### src/rvDecPkg.sv
package rvDecPkg;

  localparam int InstrWidth  = 32;
  localparam int RegIdxWidth = 5;

  // funct12 values of the SYSTEM encodings
  localparam logic [11:0] Funct12Ecall  = 12'h000;
  localparam logic [11:0] Funct12Ebreak = 12'h001;
  localparam logic [11:0] Funct12Mret   = 12'h302;
  localparam logic [11:0] Funct12Wfi    = 12'h105;

  // Major opcodes including the low two bits
  typedef enum logic [6:0] {
    OPC_OP       = 7'b0110011,
    OPC_OP_IMM   = 7'b0010011,
    OPC_LOAD     = 7'b0000011,
    OPC_STORE    = 7'b0100011,
    OPC_BRANCH   = 7'b1100011,
    OPC_JAL      = 7'b1101111,
    OPC_JALR     = 7'b1100111,
    OPC_LUI      = 7'b0110111,
    OPC_AUIPC    = 7'b0010111,
    OPC_MISC_MEM = 7'b0001111,
    OPC_SYSTEM   = 7'b1110011
  } opcodeT;

  typedef enum logic [2:0] {
    FMT_R,
    FMT_I,
    FMT_S,
    FMT_B,
    FMT_U,
    FMT_J,
    FMT_NONE
  } fmtT;

  typedef enum logic [5:0] {
    MN_ILLEGAL,
    MN_ADD, MN_SUB, MN_SLL, MN_SLT, MN_SLTU, MN_XOR, MN_SRL, MN_SRA, MN_OR, MN_AND,
    MN_ADDI, MN_SLTI, MN_SLTIU, MN_XORI, MN_ORI, MN_ANDI, MN_SLLI, MN_SRLI, MN_SRAI,
    MN_LB, MN_LH, MN_LW, MN_LBU, MN_LHU,
    MN_SB, MN_SH, MN_SW,
    MN_BEQ, MN_BNE, MN_BLT, MN_BGE, MN_BLTU, MN_BGEU,
    MN_JAL, MN_JALR, MN_LUI, MN_AUIPC,
    MN_ECALL, MN_EBREAK, MN_MRET, MN_WFI, MN_FENCE, MN_FENCE_I,
    MN_MUL, MN_MULH, MN_MULHSU, MN_MULHU, MN_DIV, MN_DIVU, MN_REM, MN_REMU
  } mnemT;

  // Stage 1 output
  typedef struct packed {
    opcodeT                 opcode;
    logic [2:0]             funct3;
    logic [6:0]             funct7;
    // instr[31:20] for exact system matches
    logic [11:0]            funct12;
    // rs1 and rd bit fields both zero
    logic                   sysRegZero;
    fmtT                    fmt;
    logic [RegIdxWidth-1:0] rd;
    logic [RegIdxWidth-1:0] rs1;
    logic [RegIdxWidth-1:0] rs2;
    logic [InstrWidth-1:0]  imm;
  } fieldsT;

  // Final decode record
  typedef struct packed {
    mnemT                   mnem;
    fmtT                    fmt;
    logic [RegIdxWidth-1:0] rd;
    logic [RegIdxWidth-1:0] rs1;
    logic [RegIdxWidth-1:0] rs2;
    logic [InstrWidth-1:0]  imm;
  } decodedT;

  localparam decodedT IllegalRecord = '{
    mnem: MN_ILLEGAL,
    fmt:  FMT_NONE,
    rd:   '0,
    rs1:  '0,
    rs2:  '0,
    imm:  '0
  };

endpackage

### src/rvFieldStage.sv
`timescale 1ns/100ps

module rvFieldStage import rvDecPkg::*; (
  input  logic                  clk,
  input  logic                  rstN,
  input  logic                  instrValid,
  input  logic [InstrWidth-1:0] instr,
  output logic                  fieldValid,
  output fieldsT                fields
);

  opcodeT                opcode;
  logic [2:0]            funct3;
  logic                  isShift;
  logic                  useRd;
  logic                  useRs1;
  logic                  useRs2;
  logic [InstrWidth-1:0] immI;
  logic [InstrWidth-1:0] immS;
  logic [InstrWidth-1:0] immB;
  logic [InstrWidth-1:0] immU;
  logic [InstrWidth-1:0] immJ;
  logic [InstrWidth-1:0] immShamt;
  fieldsT                nextFields;

  assign opcode = opcodeT'(instr[6:0]);
  assign funct3 = instr[14:12];

  // SLLI / SRLI / SRAI carry a shamt, not a signed immediate
  assign isShift = (opcode == OPC_OP_IMM) && (funct3 == 3'b001 || funct3 == 3'b101);

  assign immI     = {{20{instr[31]}}, instr[31:20]};
  assign immS     = {{20{instr[31]}}, instr[31:25], instr[11:7]};
  assign immB     = {{19{instr[31]}}, instr[31], instr[7], instr[30:25], instr[11:8], 1'b0};
  assign immU     = {instr[31:12], 12'b0};
  assign immJ     = {{11{instr[31]}}, instr[31], instr[19:12], instr[20], instr[30:21], 1'b0};
  assign immShamt = {27'b0, instr[24:20]};

  always_comb begin
    nextFields.opcode     = opcode;
    nextFields.funct3     = funct3;
    nextFields.funct7     = instr[31:25];
    nextFields.funct12    = instr[31:20];
    nextFields.sysRegZero = (instr[19:15] == '0) && (instr[11:7] == '0);
    nextFields.fmt        = FMT_NONE;
    nextFields.imm        = '0;
    useRd                 = 1'b0;
    useRs1                = 1'b0;
    useRs2                = 1'b0;

    case (opcode)
      OPC_OP: begin
        nextFields.fmt = FMT_R;
        useRd          = 1'b1;
        useRs1         = 1'b1;
        useRs2         = 1'b1;
      end
      OPC_OP_IMM, OPC_LOAD, OPC_JALR: begin
        nextFields.fmt = FMT_I;
        nextFields.imm = isShift ? immShamt : immI;
        useRd          = 1'b1;
        useRs1         = 1'b1;
      end
      OPC_STORE: begin
        nextFields.fmt = FMT_S;
        nextFields.imm = immS;
        useRs1         = 1'b1;
        useRs2         = 1'b1;
      end
      OPC_BRANCH: begin
        nextFields.fmt = FMT_B;
        nextFields.imm = immB;
        useRs1         = 1'b1;
        useRs2         = 1'b1;
      end
      OPC_LUI, OPC_AUIPC: begin
        nextFields.fmt = FMT_U;
        nextFields.imm = immU;
        useRd          = 1'b1;
      end
      OPC_JAL: begin
        nextFields.fmt = FMT_J;
        nextFields.imm = immJ;
        useRd          = 1'b1;
      end
      // MISC-MEM, SYSTEM and unknown opcodes keep no operands
      default: begin
        nextFields.fmt = FMT_NONE;
      end
    endcase

    nextFields.rd  = useRd  ? instr[11:7]  : '0;
    nextFields.rs1 = useRs1 ? instr[19:15] : '0;
    nextFields.rs2 = useRs2 ? instr[24:20] : '0;
  end

  always_ff @(posedge clk or negedge rstN) begin
    if (!rstN) begin
      fieldValid <= 1'b0;
    end else begin
      fieldValid <= instrValid;
    end
  end

  always_ff @(posedge clk) begin
    fields <= nextFields;
  end

endmodule

### src/rvMatchStage.sv
`timescale 1ns/100ps

module rvMatchStage import rvDecPkg::*; #(
  parameter bit MulDivEnable = 1'b1
) (
  input  logic    clk,
  input  logic    rstN,
  input  logic    fieldValid,
  input  fieldsT  fields,
  output logic    decValid,
  output decodedT dec
);

  mnemT    mnem;
  decodedT nextDec;

  always_comb begin
    mnem = MN_ILLEGAL;
    case (fields.opcode)
      OPC_OP: begin
        if (fields.funct7 == 7'b0000000) begin
          case (fields.funct3)
            3'b000:  mnem = MN_ADD;
            3'b001:  mnem = MN_SLL;
            3'b010:  mnem = MN_SLT;
            3'b011:  mnem = MN_SLTU;
            3'b100:  mnem = MN_XOR;
            3'b101:  mnem = MN_SRL;
            3'b110:  mnem = MN_OR;
            default: mnem = MN_AND;
          endcase
        end else if (fields.funct7 == 7'b0100000) begin
          if (fields.funct3 == 3'b000) begin
            mnem = MN_SUB;
          end else if (fields.funct3 == 3'b101) begin
            mnem = MN_SRA;
          end
        end else if (fields.funct7 == 7'b0000001 && MulDivEnable) begin
          // M extension
          case (fields.funct3)
            3'b000:  mnem = MN_MUL;
            3'b001:  mnem = MN_MULH;
            3'b010:  mnem = MN_MULHSU;
            3'b011:  mnem = MN_MULHU;
            3'b100:  mnem = MN_DIV;
            3'b101:  mnem = MN_DIVU;
            3'b110:  mnem = MN_REM;
            default: mnem = MN_REMU;
          endcase
        end
      end
      OPC_OP_IMM: begin
        case (fields.funct3)
          3'b000: mnem = MN_ADDI;
          3'b010: mnem = MN_SLTI;
          3'b011: mnem = MN_SLTIU;
          3'b100: mnem = MN_XORI;
          3'b110: mnem = MN_ORI;
          3'b111: mnem = MN_ANDI;
          3'b001: mnem = (fields.funct7 == 7'b0000000) ? MN_SLLI : MN_ILLEGAL;
          default: begin
            if (fields.funct7 == 7'b0000000) begin
              mnem = MN_SRLI;
            end else if (fields.funct7 == 7'b0100000) begin
              mnem = MN_SRAI;
            end
          end
        endcase
      end
      OPC_LOAD: begin
        case (fields.funct3)
          3'b000:  mnem = MN_LB;
          3'b001:  mnem = MN_LH;
          3'b010:  mnem = MN_LW;
          3'b100:  mnem = MN_LBU;
          3'b101:  mnem = MN_LHU;
          default: mnem = MN_ILLEGAL;
        endcase
      end
      OPC_STORE: begin
        case (fields.funct3)
          3'b000:  mnem = MN_SB;
          3'b001:  mnem = MN_SH;
          3'b010:  mnem = MN_SW;
          default: mnem = MN_ILLEGAL;
        endcase
      end
      OPC_BRANCH: begin
        case (fields.funct3)
          3'b000:  mnem = MN_BEQ;
          3'b001:  mnem = MN_BNE;
          3'b100:  mnem = MN_BLT;
          3'b101:  mnem = MN_BGE;
          3'b110:  mnem = MN_BLTU;
          3'b111:  mnem = MN_BGEU;
          default: mnem = MN_ILLEGAL;
        endcase
      end
      OPC_JAL:   mnem = MN_JAL;
      OPC_JALR:  mnem = (fields.funct3 == 3'b000) ? MN_JALR : MN_ILLEGAL;
      OPC_LUI:   mnem = MN_LUI;
      OPC_AUIPC: mnem = MN_AUIPC;
      OPC_MISC_MEM: begin
        // Any FENCE with funct3 000 is accepted, FENCE.I only as 0000100F
        if (fields.funct3 == 3'b000) begin
          mnem = MN_FENCE;
        end else if (fields.funct3 == 3'b001 && fields.sysRegZero && fields.funct12 == '0) begin
          mnem = MN_FENCE_I;
        end
      end
      OPC_SYSTEM: begin
        if (fields.funct3 == 3'b000 && fields.sysRegZero) begin
          case (fields.funct12)
            Funct12Ecall:  mnem = MN_ECALL;
            Funct12Ebreak: mnem = MN_EBREAK;
            Funct12Mret:   mnem = MN_MRET;
            Funct12Wfi:    mnem = MN_WFI;
            default:       mnem = MN_ILLEGAL;
          endcase
        end
      end
      default: mnem = MN_ILLEGAL;
    endcase
  end

  always_comb begin
    if (mnem == MN_ILLEGAL) begin
      nextDec = IllegalRecord;
    end else begin
      nextDec.mnem = mnem;
      nextDec.fmt  = fields.fmt;
      nextDec.rd   = fields.rd;
      nextDec.rs1  = fields.rs1;
      nextDec.rs2  = fields.rs2;
      nextDec.imm  = fields.imm;
    end
  end

  always_ff @(posedge clk or negedge rstN) begin
    if (!rstN) begin
      decValid <= 1'b0;
    end else begin
      decValid <= fieldValid;
    end
  end

  always_ff @(posedge clk) begin
    dec <= nextDec;
  end

endmodule

### src/rvDecTop.sv
`timescale 1ns/100ps

module rvDecTop import rvDecPkg::*; #(
  parameter bit MulDivEnable = 1'b1
) (
  input  logic                  clk,
  input  logic                  rstN,
  input  logic                  instrValid,
  input  logic [InstrWidth-1:0] instr,
  output logic                  decValid,
  output decodedT               dec
);

  logic   fieldValid;
  fieldsT fields;

  // Opcode class, immediate and register fields
  rvFieldStage fieldStage0 (
    .clk        (clk),
    .rstN       (rstN),
    .instrValid (instrValid),
    .instr      (instr),
    .fieldValid (fieldValid),
    .fields     (fields)
  );

  // funct3/funct7 and system word matching
  rvMatchStage #(
    .MulDivEnable (MulDivEnable)
  ) matchStage0 (
    .clk        (clk),
    .rstN       (rstN),
    .fieldValid (fieldValid),
    .fields     (fields),
    .decValid   (decValid),
    .dec        (dec)
  );

endmodule

### config.mk
export PLATFORM = sky130hd
export DESIGN_NAME = rvDecTop
export DESIGN_NICKNAME = d
export VERILOG_FILES = /design/src/rvDecPkg.sv /design/src/rvFieldStage.sv /design/src/rvMatchStage.sv /design/src/rvDecTop.sv
export SDC_FILE = /design/constraint.sdc
export NUM_CORES = 1
export LEC_CHECK = 0
export ABC_AREA = 1
export ABC_CLOCK_PERIOD_IN_PS = 2600
export BUFFER_PORTS_ARGS = -buffer_cell sky130_fd_sc_hd__buf_4
export CAP_MARGIN = 0
export CORE_ASPECT_RATIO = 1.25
export CORE_MARGIN = 2
export CORE_UTILIZATION = 30
export DETAILED_ROUTE_END_ITERATION = 8
export SYNTH_ARGS = -nofsm -noshare
export SYNTH_HDL_FRONTEND = slang
export SYNTH_SLANG_ARGS = --single-unit
### constraint.sdc
create_clock -name clk -period 2.6 [get_ports clk]
set_input_delay 0.13 -clock clk [delete_from_list [all_inputs] [get_ports clk]]
set_output_delay 0.13 -clock clk [all_outputs]
set_load 0.1 [all_outputs]
==> impl_metrics.py <==
metrics = {
    "status": {
        "outcome": "finished clean",
    },
    "clocking": {
        "cts_buffers": 17,
        "root_buffer": "clkbuf_16",
        "cts-resized-gates": 0,
        "post-cts-setup-buffer-count": 0,
        "cts.clk_slew.worst_paths_ns": 0.06,
        "tritoncts": "done",
        "cts_hold_buffers": 32,
        "cts.htree.levels": 4,
        "max-clock-path-buffers": 2,
        "clkLatencyLatePin_ns": 0.41,
        "cts.sinks": 131,
    },
    "sta": {
        "min_period_over_period": 0.872,
        "fin_worst_skew_ns": 0.00819,
        "tightest_slew_ns": 0.474,
        "grt_setup_unrepaired": "false",
        "max-slew-margin-rel": 0.683,
        "setup_violations": 0,
        "tns_ns": 0,
        "post-route-min-period_ns": 2.27,
        "final_hold_viol_count": 0,
        "max_freq_mhz": 441,
        "drv_slew": 0,
    },
    "die": {
        "fp.coreArea_sq_um": 15000,
        "initial_core_util": 0.308,
        "die-area_sq_um": 16500,
        "die_x_um": 115,
        "dieHeight_um": 143,
        "io_pins": 92,
        "rows": 50,
    },
    "min_path": {
        "min_from": "instr[8]",
        "hold_path_depth": 3,
        "min_path_type": "in -> reg",
    },
    "place": {
        "placed_cells": 872,
        "place.detailed.hpwl_um": 8630,
        "gp_congestion": 0.918,
        "portBuffers": 91,
    },
    "yosys": {
        "yosysSeqAreaShare": 0.568,
        "syn-num-nets": 639,
        "yosys_warnings": 0,
        "synth_cell_types": 26,
        "syn_inst": 604,
        "syn_avg_cell_area_sq_um": 7.67,
        "ys_seq_elements": 131,
        "syn-cell-area_sq_um": 4630,
    },
    "finish": {
        "syn_to_final_growth_pct": 39.9,
        "antenna_cells": 0,
        "drive_gt1_frac": 0.186,
        "instances_no_fill": 936,
        "fill_cells": 1520,
        "nNetsFinal": 776,
    },
    "worst_setup_path": {
        "reg2reg_to": "matchStage0.dec[13]",
        "cp-startpoint": "fieldStage0.fields[72]",
        "cp-start-kind": "flop",
        "reg2reg_slack_ns": 0.33,
        "cp-end-kind": "flop",
        "reg2reg_depth": 12,
        "r2r_start": "fieldStage0.fields[72]",
        "endpoint": "matchStage0.dec[13]",
        "crit_fanout": 24,
        "crit_required_ns": 2.89,
        "crit_type": "reg -> reg",
        "worstPathArrival_ns": 2.55,
    },
    "grt": {
        "grt_first_pass_wirelength_um": 18600,
        "grt_max_degree": 25,
        "first_global_vias": 3838,
        "antenna_found_initial": 0,
        "grt.total_usage": 0.149,
        "grt-ovfl-total": 0,
    },
    "flow_run": {
        "max-cap-violations": 0,
    },
    "routing": {
        "routed_via_density": 4.20,
        "wire_per_inst_um": 12.5,
        "drcViolationCount": 0,
        "first_pass_iters": 5,
        "ant_nets": 0,
        "dr_total_vias": 3929,
        "totalWireLength_um": 11700,
        "drt_iter0_drc": 212,
    },
    "power_and_ir_drop": {
        "powerDensity_nw_per_um2": 756,
        "power_leakage_uw": 0.00315,
        "ir_drop_v": 0.000485,
    },
}
Yosys cell counts:
cell / n / share of area
inv_2: 3 / 0.0024
a21oi_1: 6 / 0.0065
buf_2: 2 / 0.0022
o22ai_1: 4 / 0.0054
a31oi_1: 1 / 0.0014
nand3_1: 32 / 0.035
o21ai_0: 21 / 0.023
nor2_2: 5 / 0.0068
a221oi_1: 1 / 0.0019
o31ai_1: 1 / 0.0016
nand3_2: 1 / 0.0022
nor2_4: 2 / 0.0049
nand3b_1: 4 / 0.0065
buf_4: 2 / 0.0032
nor3_1: 9 / 0.0097
nand2_1: 104 / 0.084
nand2_4: 1 / 0.0024
dfrtp_1: 2 / 0.011
clkbuf_1: 2 / 0.0016
nand4_1: 6 / 0.0081
nor4_1: 1 / 0.0014
inv_1: 126 / 0.10
buf_6: 4 / 0.0097
nor2_1: 133 / 0.11
o21ai_1: 2 / 0.0022
dfxtp_1: 129 / 0.56
layer usage:
layer | part of all wire | track usage
met1 | 0.46 | 0.181
met2 | 0.48 | 0.243
met3 | 0.038 | 0.0399
met4 | 0.027 | 0.0710
met5 | 0 | 0
stage by stage:
stage | setup slack (ns) | total power (uW) | instance area (sq um) | utilization | hold WS [ns]
floorplan | 0.916 | 2280 | 4630 | - | -0.166
global placement | 0.414 | 2380 | 5520 | 0.368 | -0.0877
detailed placement | 0.391 | 2380 | 5520 | 0.368 | -0.0869
CTS | 0.368 | 4950 | 6480 | 0.431 | 0.0158
global route | 0.137 | 5070 | 6480 | 0.431 | 0.0211
finish | 0.332 | 4890 | 6480 | 0.431 | 0.0133
cell usage in the layout, fill, tap and decap left out, drive strengths merged, types with 2 or more instances in the layout:
| master | n |
|---|---|
| a21oi | 6 |
| buf | 96 |
| bufinv | 3 |
| clkbuf | 22 |
| clkinv | 2 |
| clkinvlp | 3 |
| dfrtp | 2 |
| dfxtp | 129 |
| dlygate4sd3 | 32 |
| inv | 131 |
| nand2 | 105 |
| nand3 | 33 |
| nand3b | 4 |
| nand4 | 6 |
| nor2 | 140 |
| nor3 | 9 |
| o21ai | 23 |
| o22ai | 4 |
power by group:
part | switching, uW | internal [uW] | total, uW
Combinational | 181 | 114 | 296
Clock | 883 | 1640 | 2520
Sequential | 25.1 | 2050 | 2070
registers in the layout, summed over array words and instances, names as in the netlist:
| signal | count |
|---|---|
| fieldStage0.fields | 73 |
| matchStage0.dec | 56 |
| fieldStage0.fieldValid | 1 |
| matchStage0.decValid | 1 |
worst max-delay path: stages, from the launching register on:
cell and delay, ns:
dfxtp_1 0.61, nor2_4 0.10, nand2_1 0.16, inv_1 0.08, nand3_1 0.09, nand2_1 0.11, nor2_1 0.14, nand3_1 0.09
nor2_1 0.11, nand3_1 0.12, nor2_4 0.14, buf_4 0.30, nor2_1 0.08
worst min path at each step:
stage,end,slack [ns]
after floorplan,fieldStage0.fieldValid,-0.17
after global placement,matchStage0.decValid,-0.09
after detailed placement,fieldStage0.fieldValid,-0.09
after CTS,matchStage0.decValid,0.02
after global routing,fieldStage0.fields[43],0.02
final,fieldStage0.fields[43],0.01
logic make-up after synthesis:
logic type | after synthesis | share of synthesized area
simple gates | 298 | 0.269
compound gates | 36 | 0.0416
flops | 131 | 0.568
buf+inv | 139 | 0.121
layout make-up:
cell class | count | area [sq um] | area share
clock buffer | 22 | 494 | 0.0763
timing repair buffer | 128 | 1050 | 0.163
inverter | 129 | 484 | 0.0748
tap | 182 | 228 | 0.0352
sequential | 131 | 2630 | 0.406
multi-input combinational | 334 | 1440 | 0.223
clock inverter | 10 | 144 | 0.0222
Power figures use the tool's default switching activity.
